==> src/hw/synth_pkg.sv <==
package synth_pkg;

    localparam int NOTE_W   = 3;
    localparam int PHASE_W  = 16;
    localparam int SAMPLE_W = 8;
    localparam int VOLUME_W = 2;

    // upper bits set so xor with a voice index never gives zero
    localparam logic [7:0] LFSR_SEED = 8'hb4;

    typedef enum logic [1:0] {
        SHAPE_SQUARE = 2'd0,
        SHAPE_SAW    = 2'd1,
        SHAPE_NOISE  = 2'd2
    } osc_shape_t;

    typedef struct packed {
        logic              press;
        logic              rel;    // key release strobe
        logic [NOTE_W-1:0] note;
    } key_event_t;

    typedef struct packed {
        osc_shape_t          shape;
        logic [VOLUME_W-1:0] volume;
    } synth_settings_t;

    typedef struct packed {
        logic       tick;   // one cycle per sample clock rise
        osc_shape_t shape;
    } voice_ctrl_t;

    // phase step per note, odd so every phase value is visited
    function automatic logic [PHASE_W-1:0] note_increment(
        input logic [NOTE_W-1:0] note
    );
        logic [PHASE_W-1:0] step;

        case (note)
            3'd0:    step = 16'd1097;
            3'd1:    step = 16'd1163;
            3'd2:    step = 16'd1231;
            3'd3:    step = 16'd1305;
            3'd4:    step = 16'd1383;
            3'd5:    step = 16'd1465;
            3'd6:    step = 16'd1553;
            default: step = 16'd1645;
        endcase
        return step;
    endfunction

endpackage
==> src/hw/synth_top.sv <==
`timescale 1ns/1ps

module synth_top #(
    parameter int NUM_VOICES = 8
) (
    input  logic                       clk,
    input  logic                       reset,
    input  synth_pkg::key_event_t      key,
    input  logic                       set_settings,
    input  synth_pkg::synth_settings_t settings,
    input  logic                       sample_clock,
    output logic signed [synth_pkg::SAMPLE_W+synth_pkg::NOTE_W-1:0] audio,
    output logic                       audio_valid
);

    synth_pkg::voice_ctrl_t                ctrl;
    logic [NUM_VOICES-1:0]                 gate;
    logic [NUM_VOICES-1:0]                 restart;
    logic [synth_pkg::VOLUME_W-1:0]        volume;
    logic signed [synth_pkg::SAMPLE_W-1:0] voice_sample [NUM_VOICES];
    logic [NUM_VOICES-1:0]                 voice_valid;

    synth_control #(
        .NUM_VOICES(NUM_VOICES)
    ) u_control (
        .clk          (clk),
        .reset        (reset),
        .key          (key),
        .set_settings (set_settings),
        .settings     (settings),
        .sample_clock (sample_clock),
        .ctrl         (ctrl),
        .gate         (gate),
        .restart      (restart),
        .volume       (volume)
    );

    for (genvar i = 0; i < NUM_VOICES; i++) begin : g_voice
        note_voice #(
            .NUM_VOICES  (NUM_VOICES),
            .VOICE_INDEX (i)
        ) u_voice (
            .clk          (clk),
            .reset        (reset),
            .ctrl         (ctrl),
            .gate         (gate[i]),
            .restart      (restart[i]),
            .sample       (voice_sample[i]),
            .sample_valid (voice_valid[i])
        );
    end

    // all voices tick together so voice 0 speaks for the set
    voice_mixer #(
        .NUM_VOICES(NUM_VOICES)
    ) u_mixer (
        .clk          (clk),
        .reset        (reset),
        .sample       (voice_sample),
        .sample_valid (voice_valid[0]),
        .volume       (volume),
        .audio        (audio),
        .audio_valid  (audio_valid)
    );

endmodule

==> src/hw/voice_mixer.sv <==
`timescale 1ns/1ps

module voice_mixer #(
    parameter int NUM_VOICES = 8
) (
    input  logic                                  clk,
    input  logic                                  reset,
    input  logic signed [synth_pkg::SAMPLE_W-1:0] sample [NUM_VOICES],
    input  logic                                  sample_valid,
    input  logic [synth_pkg::VOLUME_W-1:0]        volume,
    output logic signed [synth_pkg::SAMPLE_W+synth_pkg::NOTE_W-1:0] audio,
    output logic                                  audio_valid
);

    localparam int MIX_W    = synth_pkg::SAMPLE_W + synth_pkg::NOTE_W;
    localparam int VOLUME_W = synth_pkg::VOLUME_W;

    localparam logic [VOLUME_W-1:0] MAX_VOLUME = '1;

    logic signed [MIX_W-1:0] sum;
    logic [VOLUME_W-1:0]     shift;

    // room for eight full scale voices
    always_comb begin
        sum = '0;
        for (int i = 0; i < NUM_VOICES; i++) begin
            sum = sum + MIX_W'(sample[i]);
        end
    end

    assign shift = MAX_VOLUME - volume;   // 3 - volume

    always_ff @(posedge clk) begin
        if (reset) begin
            audio_valid <= 1'b0;
        end else begin
            audio_valid <= sample_valid;
        end
    end

    always_ff @(posedge clk) begin
        if (sample_valid) begin
            audio <= sum >>> shift;  // keeps sign
        end
    end

endmodule

==> src/hw/note_voice.sv <==
`timescale 1ns/1ps

module note_voice #(
    parameter int NUM_VOICES  = 8,
    parameter int VOICE_INDEX = 0
) (
    input  logic                                  clk,
    input  logic                                  reset,
    input  synth_pkg::voice_ctrl_t                ctrl,
    input  logic                                  gate,
    input  logic                                  restart,
    output logic signed [synth_pkg::SAMPLE_W-1:0] sample,
    output logic                                  sample_valid
);

    localparam int PHASE_W  = synth_pkg::PHASE_W;
    localparam int SAMPLE_W = synth_pkg::SAMPLE_W;
    localparam int NOTE_W   = synth_pkg::NOTE_W;

    localparam int NOTE = VOICE_INDEX % NUM_VOICES;

    localparam logic [PHASE_W-1:0] STEP =
        synth_pkg::note_increment(NOTE[NOTE_W-1:0]);

    localparam logic [7:0] SEED = synth_pkg::LFSR_SEED ^ 8'(NOTE);

    localparam logic signed [SAMPLE_W-1:0] SQUARE_HI = {1'b0, {(SAMPLE_W-1){1'b1}}};
    localparam logic signed [SAMPLE_W-1:0] SQUARE_LO = -SQUARE_HI;

    logic [PHASE_W-1:0]         phase;
    logic [7:0]                 lfsr;
    logic                       lfsr_fb;
    logic                       advance;
    logic signed [SAMPLE_W-1:0] wave;

    assign advance = ctrl.tick & gate;

    // fibonacci taps 7 5 4 3
    assign lfsr_fb = lfsr[7] ^ lfsr[5] ^ lfsr[4] ^ lfsr[3];

    // waveform from state before this tick's advance
    always_comb begin
        case (ctrl.shape)
            synth_pkg::SHAPE_SQUARE: begin
                wave = phase[PHASE_W-1] ? SQUARE_LO : SQUARE_HI;
            end
            synth_pkg::SHAPE_SAW: begin
                wave = $signed(phase[PHASE_W-1 -: SAMPLE_W]);
            end
            synth_pkg::SHAPE_NOISE: begin
                wave = $signed(lfsr);
            end
            default: begin
                wave = '0;
            end
        endcase
    end

    always_ff @(posedge clk) begin
        if (reset) begin
            phase        <= '0;
            lfsr         <= SEED;
            sample_valid <= 1'b0;
        end else begin
            sample_valid <= ctrl.tick;
            if (restart) begin
                phase <= '0;
            end else if (advance) begin
                phase <= phase + STEP;
            end
            if (advance) begin
                lfsr <= {lfsr[6:0], lfsr_fb};  // noise runs on across a restart
            end
        end
    end

    always_ff @(posedge clk) begin
        if (ctrl.tick) begin
            sample <= gate ? wave : '0;  // silent voice adds nothing
        end
    end

endmodule

==> src/hw/synth_control.sv <==
`timescale 1ns/1ps

module synth_control #(
    parameter int NUM_VOICES = 8
) (
    input  logic                            clk,
    input  logic                            reset,
    input  synth_pkg::key_event_t           key,
    input  logic                            set_settings,
    input  synth_pkg::synth_settings_t      settings,
    input  logic                            sample_clock,
    output synth_pkg::voice_ctrl_t          ctrl,
    output logic [NUM_VOICES-1:0]           gate,
    output logic [NUM_VOICES-1:0]           restart,
    output logic [synth_pkg::VOLUME_W-1:0]  volume
);

    logic                       sample_clock_q;
    logic                       tick;
    synth_pkg::synth_settings_t settings_q;
    logic [NUM_VOICES-1:0]      note_sel;

    // one-hot select of the addressed note
    always_comb begin
        for (int i = 0; i < NUM_VOICES; i++) begin
            note_sel[i] = (int'(key.note) == i); // notes past the voice count hit nothing
        end
    end

    always_ff @(posedge clk) begin
        if (reset) begin
            sample_clock_q <= 1'b1;   // a level already high is no edge
            tick           <= 1'b0;
        end else begin
            sample_clock_q <= sample_clock;
            tick           <= sample_clock & ~sample_clock_q;
        end
    end

    always_ff @(posedge clk) begin
        if (reset) begin
            gate    <= '0;
            restart <= '0;
        end else begin
            restart <= key.press ? note_sel : '0; // phase cleared one edge later
            if (key.press) begin
                gate <= gate | note_sel;
            end else if (key.rel) begin
                gate <= gate & ~note_sel;
            end
        end
    end

    always_ff @(posedge clk) begin
        if (reset) begin
            settings_q.shape  <= synth_pkg::SHAPE_SQUARE;
            settings_q.volume <= '1;  // full volume
        end else if (set_settings) begin
            settings_q <= settings;
        end
    end

    assign ctrl   = '{tick: tick, shape: settings_q.shape};
    assign volume = settings_q.volume;

endmodule

==> config.mk <==
export PLATFORM = sky130hd
export DESIGN_NAME = synth_top
export DESIGN_NICKNAME = d
export VERILOG_FILES = /design/src/hw/synth_pkg.sv /design/src/hw/synth_top.sv /design/src/hw/voice_mixer.sv /design/src/hw/note_voice.sv /design/src/hw/synth_control.sv
export SDC_FILE = /design/constraint.sdc
export NUM_CORES = 1
export LEC_CHECK = 0
export BUFFER_PORTS_ARGS = -buffer_cell sky130_fd_sc_hd__buf_2
export CAP_MARGIN = 20
export CORE_ASPECT_RATIO = 1.5
export CORE_MARGIN = 4
export CORE_UTILIZATION = 40
export CTS_BUF_LIST = sky130_fd_sc_hd__clkbuf_16
export CTS_CLUSTER_DIAMETER = 100
export DETAILED_ROUTE_END_ITERATION = 16
export SLEW_MARGIN = 40
export SYNTH_ARGS = -nofsm -noshare
export SYNTH_HDL_FRONTEND = slang
export SYNTH_HIERARCHICAL = 1
export SYNTH_SLANG_ARGS = --single-unit
==> constraint.sdc <==
create_clock -name clk -period 5.55 [get_ports clk]
set_clock_uncertainty 0.2 [all_clocks]
set_input_delay 0.2775 -clock clk [delete_from_list [all_inputs] [get_ports clk]]
set_output_delay 0.2775 -clock clk [all_outputs]
set_load 0.1 [all_outputs]
==> results of run 1 <==
==> worst max-delay path: cells and delay by family (launching register included) <==
kind / cells / cell delay [ns]
compound gates: 4 / 0.97
fa+ha+maj: 6 / 2.67
buf+inv: 4 / 0.20
flops: 1 / 0.32
simple gates: 1 / 0.14
==> final cells by class <==
class | count | area (um2) | area share
clock buffers | 31 | 776 | 0.0445
well taps | 500 | 626 | 0.0359
clock inverters | 23 | 208 | 0.0119
multi-input cells | 1256 | 8340 | 0.478
flip-flops and latches | 291 | 6580 | 0.378
inverters | 133 | 499 | 0.0286
repair buffers | 53 | 408 | 0.0234
==> power breakdown <==
| part | switching [mW] | internal, mW |
|---|---|---|
| combinational | 0.429 | 0.281 |
| sequential | 0.0379 | 2.22 |
| clock | 0.846 | 1.19 |
==> per-stage QoR <==
step | power, mW | area [um2]
finish | 5.00 | 17400
detailed placement | 3.00 | 16200
CTS | 5.07 | 17400
global route | 5.23 | 17400
global placement | 2.98 | 16200
floorplan | 2.84 | 15900
==> cells in the final DEF, fill, tap and decap left out, types with 14 or more instances in the layout <==
master / instances
sky130_fd_sc_hd__a211oi_1: 21
sky130_fd_sc_hd__a21oi_1: 174
sky130_fd_sc_hd__a31oi_1: 16
sky130_fd_sc_hd__and2_1: 17
sky130_fd_sc_hd__buf_2: 23
sky130_fd_sc_hd__clkbuf_16: 31
sky130_fd_sc_hd__dfxtp_1: 213
sky130_fd_sc_hd__dlygate4sd3_1: 22
sky130_fd_sc_hd__edfxtp_1: 75
sky130_fd_sc_hd__fa_1: 51
sky130_fd_sc_hd__ha_1: 19
sky130_fd_sc_hd__inv_1: 139
sky130_fd_sc_hd__mux2i_1: 15
sky130_fd_sc_hd__nand2_1: 251
sky130_fd_sc_hd__nand3_1: 33
sky130_fd_sc_hd__nand3b_1: 35
sky130_fd_sc_hd__nand4_1: 18
sky130_fd_sc_hd__nor2_1: 124
sky130_fd_sc_hd__nor2b_1: 73
sky130_fd_sc_hd__nor3_1: 14
sky130_fd_sc_hd__o211ai_1: 14
sky130_fd_sc_hd__o21ai_0: 36
sky130_fd_sc_hd__or3_1: 25
sky130_fd_sc_hd__xnor2_1: 69
sky130_fd_sc_hd__xor2_1: 27
==> sequential cells by signal (all words and copies together), names as in the netlist, named ones only <==
register,count
g_voice.u_voice/lfsr,64
g_voice.u_voice/phase,128
g_voice.u_voice/sample,64
g_voice.u_voice/sample_valid,1
u_control/ctrl,2
u_control/restart,8
u_control/sample_clock_q,1
u_control/tick,1
u_control/volume,2
u_mixer/audio,11
u_mixer/audio_valid,1
==> how the worst max path moves through the flow <==
stage | to | slack, ns
detailed placement | u_mixer/audio[7] | 0.82
global route | u_mixer/audio[7] | 0.61
floorplan | u_mixer/audio[7] | 1.06
CTS | u_mixer/audio[7] | 0.81
global placement | u_mixer/audio[7] | 0.84
finish | u_mixer/audio[7] | 0.80
==> routing by layer <==
metal  part of all wire  global-route usage  vias up
li1                   -                   -     6073
met1               0.42               0.195     5978
met2               0.52               0.309      153
met3              0.029              0.0190       64
met4              0.030              0.0532        0
met5                  0                   0        -
==> metrics.md, run 1 <==
| Metric | Value |
|---|---|
| Cell Chain, Critical Path | `inv_1, fa_1, inv_1, fa_1, fa_1, inv_1, fa_1, inv_1, ha_1, fa_1, a21o_1, nor3b_1, a211oi_1, o211a_1, o21ai_2` |
| Maximum net fanout on the critical path | `4` |
| Diode insertion count for antenna repair | `0` |
| Post-CTS setup-driven buffer insertion count | `0` |
| Post-CTS Hold Buffers | `22` |
| Half-perimeter wire length after detailed placement | `25.7 mm` |
| Pin count of the biggest net entering global routing | `57` |
| Nets | `1,848` |
| Die W | `171 um` |
| Number of failing setup endpoints in the final timing report | `0` |
| Cell Count, Final, Fillers Out | `2,287` |
| Detailed-route wire length | `35.8 mm` |
| Timing-limited maximum frequency | `211 MHz` |
| Gate count of the mapped netlist | `1,776` |
| Worst hold slack | `0.181 ns` |
| TritonCTS clock tree | `done` |
| Number of clock sinks | `291` |
| Growth of design area from synthesis to finish | `9.87%` |
| Count of buffers from port buffering | `24` |
| Hold path endpoint | `u_control/tick` |
| Global router's overall resource usage | `0.165` |
| Status | `complete, no violations` |
| Maximum buffer depth of the clock tree | `3` |
| Hold Violations, Final | `0` |
| Total overflow reported by the global router | `0` |
| Crit path largest cell delay | `0.53 ns` |
| Number of vias per cell | `5.36` |
| Clk root buf | `sky130_fd_sc_hd__clkbuf_16` |
| Final antenna-violating net count | `0` |
| Detailed-route wire length per cell | `15.6 um` |
| Clock latency on the worst-skew pair | `0.56 ns` |
| Number of top-level design ports | `25` |
| Peak supply drop | `0.276 mV` |
| Total via count after detailed routing | `12,300` |
| # rows | `89` |
| Number of warnings printed during yosys synthesis | `6` |
| Actual slew at the worst max-slew pin | `0.772 ns` |
| Initial antenna violation count | `0` |
| Flop-to-flop setup slack | `0.80 ns` |
| Mapped Nets | `1,859` |
| DIE AREA | `43,000 um2` |
| CTS Buf Count | `30` |
| Post-route DRC | `0` |
| Worst R2R Start | `g_voice[4].u_voice/sample[2]` |
| CP Data Arrival Time | `4.87 ns` |
| Placer congestion estimate | `0.852` |
| Hold Startpoint | `u_control/sample_clock_q` |
| CTS clk-pin slew, worst paths | `0.07 ns` |
| Count of routing violations after the opening detailed-route iteration | `668` |
| Worst endpoint required time | `5.67 ns` |
| Setup repair after global routing missed its margin | `no` |
| Leakage component of the power | `6.62 nW` |
| Setup TNS | `0 ns` |
| Count of cells resized by post-cts repair | `0` |
| Most used cell, CP | `sky130_fd_sc_hd__fa_1` |
| Area of the core | `39,300 um2` |
| Depth of the CTS H-tree | `1` |
| Final standard cell utilization of the core | `0.444` |
| Number of cells traversed by the worst hold path | `1` |
| DRT Pass-1 Iters | `5` |
| Total instance count after detailed placement | `2,211` |
| Share of the clock period used by the worst path | `0.855` |
| Global-route wire length before repair | `59.6 mm` |
| Post-Syn Area | `15,900 um2` |
| Critical Path Slowest Stage Cell | `sky130_fd_sc_hd__fa_1` |
| WS Path Type | `reg -> reg` |
| Via count of the first global-routing pass | `12,100` |
| Path class of the lowest-slack min-delay path | `reg -> reg` |
| Crit path launch | `g_voice[4].u_voice/sample[2]` |
| Final Max Slew Viols | `0` |
| Worst Setup Start Kind | `flip-flop` |
| Fraction of final layout cells with drive strength greater than 1 | `0.0795` |
| Max capacitance violation total | `0` |
| Worst slew margin relative to its limit | `0.486` |
| Kind of end point of the critical path | `flip-flop` |
| Per-instance average area after synthesis | `8.94 um2` |
| Number of fill cells in the layout | `3,818` |
| Starting density of the core | `0.404` |
| Period minus WS final | `4.75 ns` |
| Die outline height | `252 um` |
| Capture point of the worst reg-to-reg path | `u_mixer/audio[7]` |
| Depth of the most critical reg-to-reg path | `15` |
| Pre-CTS setup slack | `0.816 ns` |
| PnR worst setup slack | `0.804 ns` |
| Pwr Density | `287 nW/um2` |
No activity file was read; power rests on OpenSTA's default activity.
==> inputs of run 2 (changes only) <==
Settings changed: RECOVER_POWER set to 100.
==> run 2 against run 1 <==
Largest cell class unchanged. Final area fell by 0.39%. Sequential power barely moved. Cell count did not move. Via count fell by 0.29%. Wire length rose by 0.17%. Hold slack improved by 0.0085 ns. Global-route usage did not move. Flip-flop and latch count did not move. The run now ends with capacitance limit, slew limit left. Clock-buffer cell count did not move. Non-clock buffer count did not move. Sequential share of layout area rose by 0.11 points. Total power barely moved. Critical endpoint unchanged.
==> metrics.md, run 2 (same netlist as run 1, synthesis figures left out) <==
| Metric | Value |
|---|---|
| Status | `complete, but fails checks` |
| Violated checks | `capacitance limit, slew limit` |
| Worst endpoint required time | `5.66 ns (about the same)` |
| Total overflow reported by the global router | `0 (unchanged)` |
| Actual slew at the worst max-slew pin | `2.36 ns (+1.59 ns)` |
| Total instance count after detailed placement | `2,211 (unchanged)` |
| Clock latency on the worst-skew pair | `0.56 ns (about the same)` |
| Post-route DRC | `0 (unchanged)` |
| Depth of the CTS H-tree | `1 (unchanged)` |
| Setup repair after global routing missed its margin | `no` |
| CTS clk-pin slew, worst paths | `0.07 ns (about the same)` |
| TritonCTS clock tree | `done` |
| Count of buffers from port buffering | `24 (unchanged)` |
| Nets | `1,848 (unchanged)` |
| Largest register FFs | `128 (unchanged)` |
| Half-perimeter wire length after detailed placement | `25.7 mm (unchanged)` |
| Number of fill cells in the layout | `3,838 (+0.52%)` |
| Fraction of final layout cells with drive strength greater than 1 | `0.0627 (-0.0168)` |
| Starting density of the core | `0.404 (unchanged)` |
| Number of cells traversed by the worst hold path | `1 (unchanged)` |
| Number of vias per cell | `5.35 (-0.29%)` |
| Detailed-route wire length | `35.8 mm (+0.17%)` |
| Number of failing setup endpoints in the final timing report | `0 (unchanged)` |
| Worst Setup Start Kind | `flip-flop` |
| # rows | `89 (unchanged)` |
| Depth of the most critical reg-to-reg path | `15 (unchanged)` |
| Register containing the most flip-flops in the final layout | `g_voice.u_voice/phase` |
| Clk root buf | `sky130_fd_sc_hd__clkbuf_16` |
| Die W | `171 um (unchanged)` |
| Cell Count, Final, Fillers Out | `2,287 (unchanged)` |
| Hold Violations, Final | `0 (unchanged)` |
| Final Power | `5.00 mW (about the same)` |
| Pin count of the biggest net entering global routing | `57 (unchanged)` |
| Area of the core | `39,300 um2 (unchanged)` |
| Count of routing violations after the opening detailed-route iteration | `769 (+15%)` |
| Growth of design area from synthesis to finish | `9.45%` |
| Most common cell after layout, fill and taps aside | `sky130_fd_sc_hd__nand2_1` |
| Path class of the lowest-slack min-delay path | `reg -> reg` |
| Commonest cells after routing, fill and taps aside | `sky130_fd_sc_hd__nand2_1 (251), sky130_fd_sc_hd__dfxtp_1 (216), sky130_fd_sc_hd__a21oi_1 (175)` |
| Max capacitance violation total | `5 (+5)` |
| Diode insertion count for antenna repair | `0 (unchanged)` |
| Final antenna-violating net count | `0 (unchanged)` |
| Die outline height | `252 um (unchanged)` |
| Biggest registers after layout | `g_voice.u_voice/phase x128, g_voice.u_voice/lfsr x64, g_voice.u_voice/sample x64` |
| WS Path Type | `reg -> reg` |
| Timing-limited maximum frequency | `210 MHz (-0.15%)` |
| Number of top-level design ports | `25 (unchanged)` |
| Via count of the first global-routing pass | `12,100 (unchanged)` |
| Global-route wire length before repair | `59.6 mm (unchanged)` |
| Leakage component of the power | `6.53 nW (-1.4%)` |
| Setup TNS | `0 ns (unchanged)` |
| Total via count after detailed routing | `12,200 (-0.29%)` |
| Global router's overall resource usage | `0.165 (unchanged)` |
| Pwr Density | `288 nW/um2 (+0.31%)` |
| Share of the clock period used by the worst path | `0.856 (+0.00125)` |
| DRT Pass-1 Iters | `5 (unchanged)` |
| Period minus WS final | `4.75 ns (+0.00696 ns)` |
| Maximum buffer depth of the clock tree | `3 (unchanged)` |
| Detailed-route wire length per cell | `15.7 um (+0.17%)` |
| Worst slew margin relative to its limit | `-0.576 (-1.06)` |
| Maximum net fanout on the critical path | `4 (unchanged)` |
| Final Max Slew Viols | `215 (+215)` |
| Initial antenna violation count | `0 (unchanged)` |
| Placer congestion estimate | `0.852 (unchanged)` |
| Kind of end point of the critical path | `flip-flop` |
| DIE AREA | `43,000 um2 (unchanged)` |
| Number of clock sinks | `291 (unchanged)` |
| CP Data Arrival Time | `4.87 ns (about the same)` |
| Peak supply drop | `0.276 mV (about the same)` |
| CTS Buf Count | `30 (unchanged)` |
==> run 2: layout make-up <==
| class | count | area [um2] | area share |
|---|---|---|---|
| multi-input combinational | 1256 | 8310 | 0.478 |
| sequential | 291 | 6580 | 0.379 |
| clock buffer | 31 | 776 | 0.0447 |
| tap | 500 | 626 | 0.0360 |
| inverter | 133 | 499 | 0.0287 |
| timing repair buffer | 53 | 374 | 0.0215 |
| clock inverter | 23 | 208 | 0.0120 |
==> run 2: timing repair <==
item | in CTS | in global routing
gates resized for setup | 0 | 0
endpoints found under the hold margin | 37 | 0
setup endpoints to repair | 0 | 0
setup buffers | 0 | 0
hold buffers | 22 | 0
==> run 2: power breakdown <==
group / internal, mW / switching, mW / total, mW
registers: 2.22 / 0.0378 / 2.26
clock network: 1.19 / 0.847 / 2.04
logic: 0.277 / 0.428 / 0.705
total: 3.69 / 1.31 / 5.00
==> run 2: path summary, 6_finish.rpt <==
kind / from / to / slack (ns)
max reg2reg: g_voice[4].u_voice/sample[2] / u_mixer/audio[7] / 0.80
min: u_control/sample_clock_q / u_control/tick / 0.19
max: g_voice[4].u_voice/sample[2] / u_mixer/audio[7] / 0.80
min reg2reg: u_control/sample_clock_q / u_control/tick / 0.19
==> run 2: metal layers <==
metal  part of all wire  GRT usage  routed length, um  vias to the layer above
met4              0.029     0.0532               1050                        0
li1                   -          -                  -                     6070
met5                  0          0                  0                        -
met2               0.53      0.309              18800                      152
met3              0.028     0.0190                997                       62
met1               0.42      0.195              15000                     5948
==> run 2: per-stage QoR <==
step	hold WS (ns)	instance area (um2)	util	setup slack [ns]
2_1_floorplan	0.149	15900	-	1.06
3_3_place_gp	0.175	16200	0.413	0.841
3_5_place_dp	0.176	16200	0.413	0.816
4_1_cts	0.186	17400	0.444	0.812
5_1_grt	0.205	17400	0.442	0.573
6_report	0.190	17400	0.442	0.798
==> run 2: critical path, stage by stage (launching register included) <==
cell	delay, ns
sky130_fd_sc_hd__edfxtp_1	0.32
sky130_fd_sc_hd__inv_1	0.05
sky130_fd_sc_hd__fa_1	0.53
sky130_fd_sc_hd__inv_1	0.06
sky130_fd_sc_hd__fa_1	0.49
sky130_fd_sc_hd__fa_1	0.49
sky130_fd_sc_hd__inv_1	0.05
sky130_fd_sc_hd__fa_1	0.47
sky130_fd_sc_hd__inv_1	0.04
sky130_fd_sc_hd__ha_1	0.22
sky130_fd_sc_hd__fa_1	0.48
sky130_fd_sc_hd__a21o_1	0.23
sky130_fd_sc_hd__nor3b_1	0.14
sky130_fd_sc_hd__a211oi_1	0.44
sky130_fd_sc_hd__o211a_1	0.22
sky130_fd_sc_hd__o21ai_0	0.08
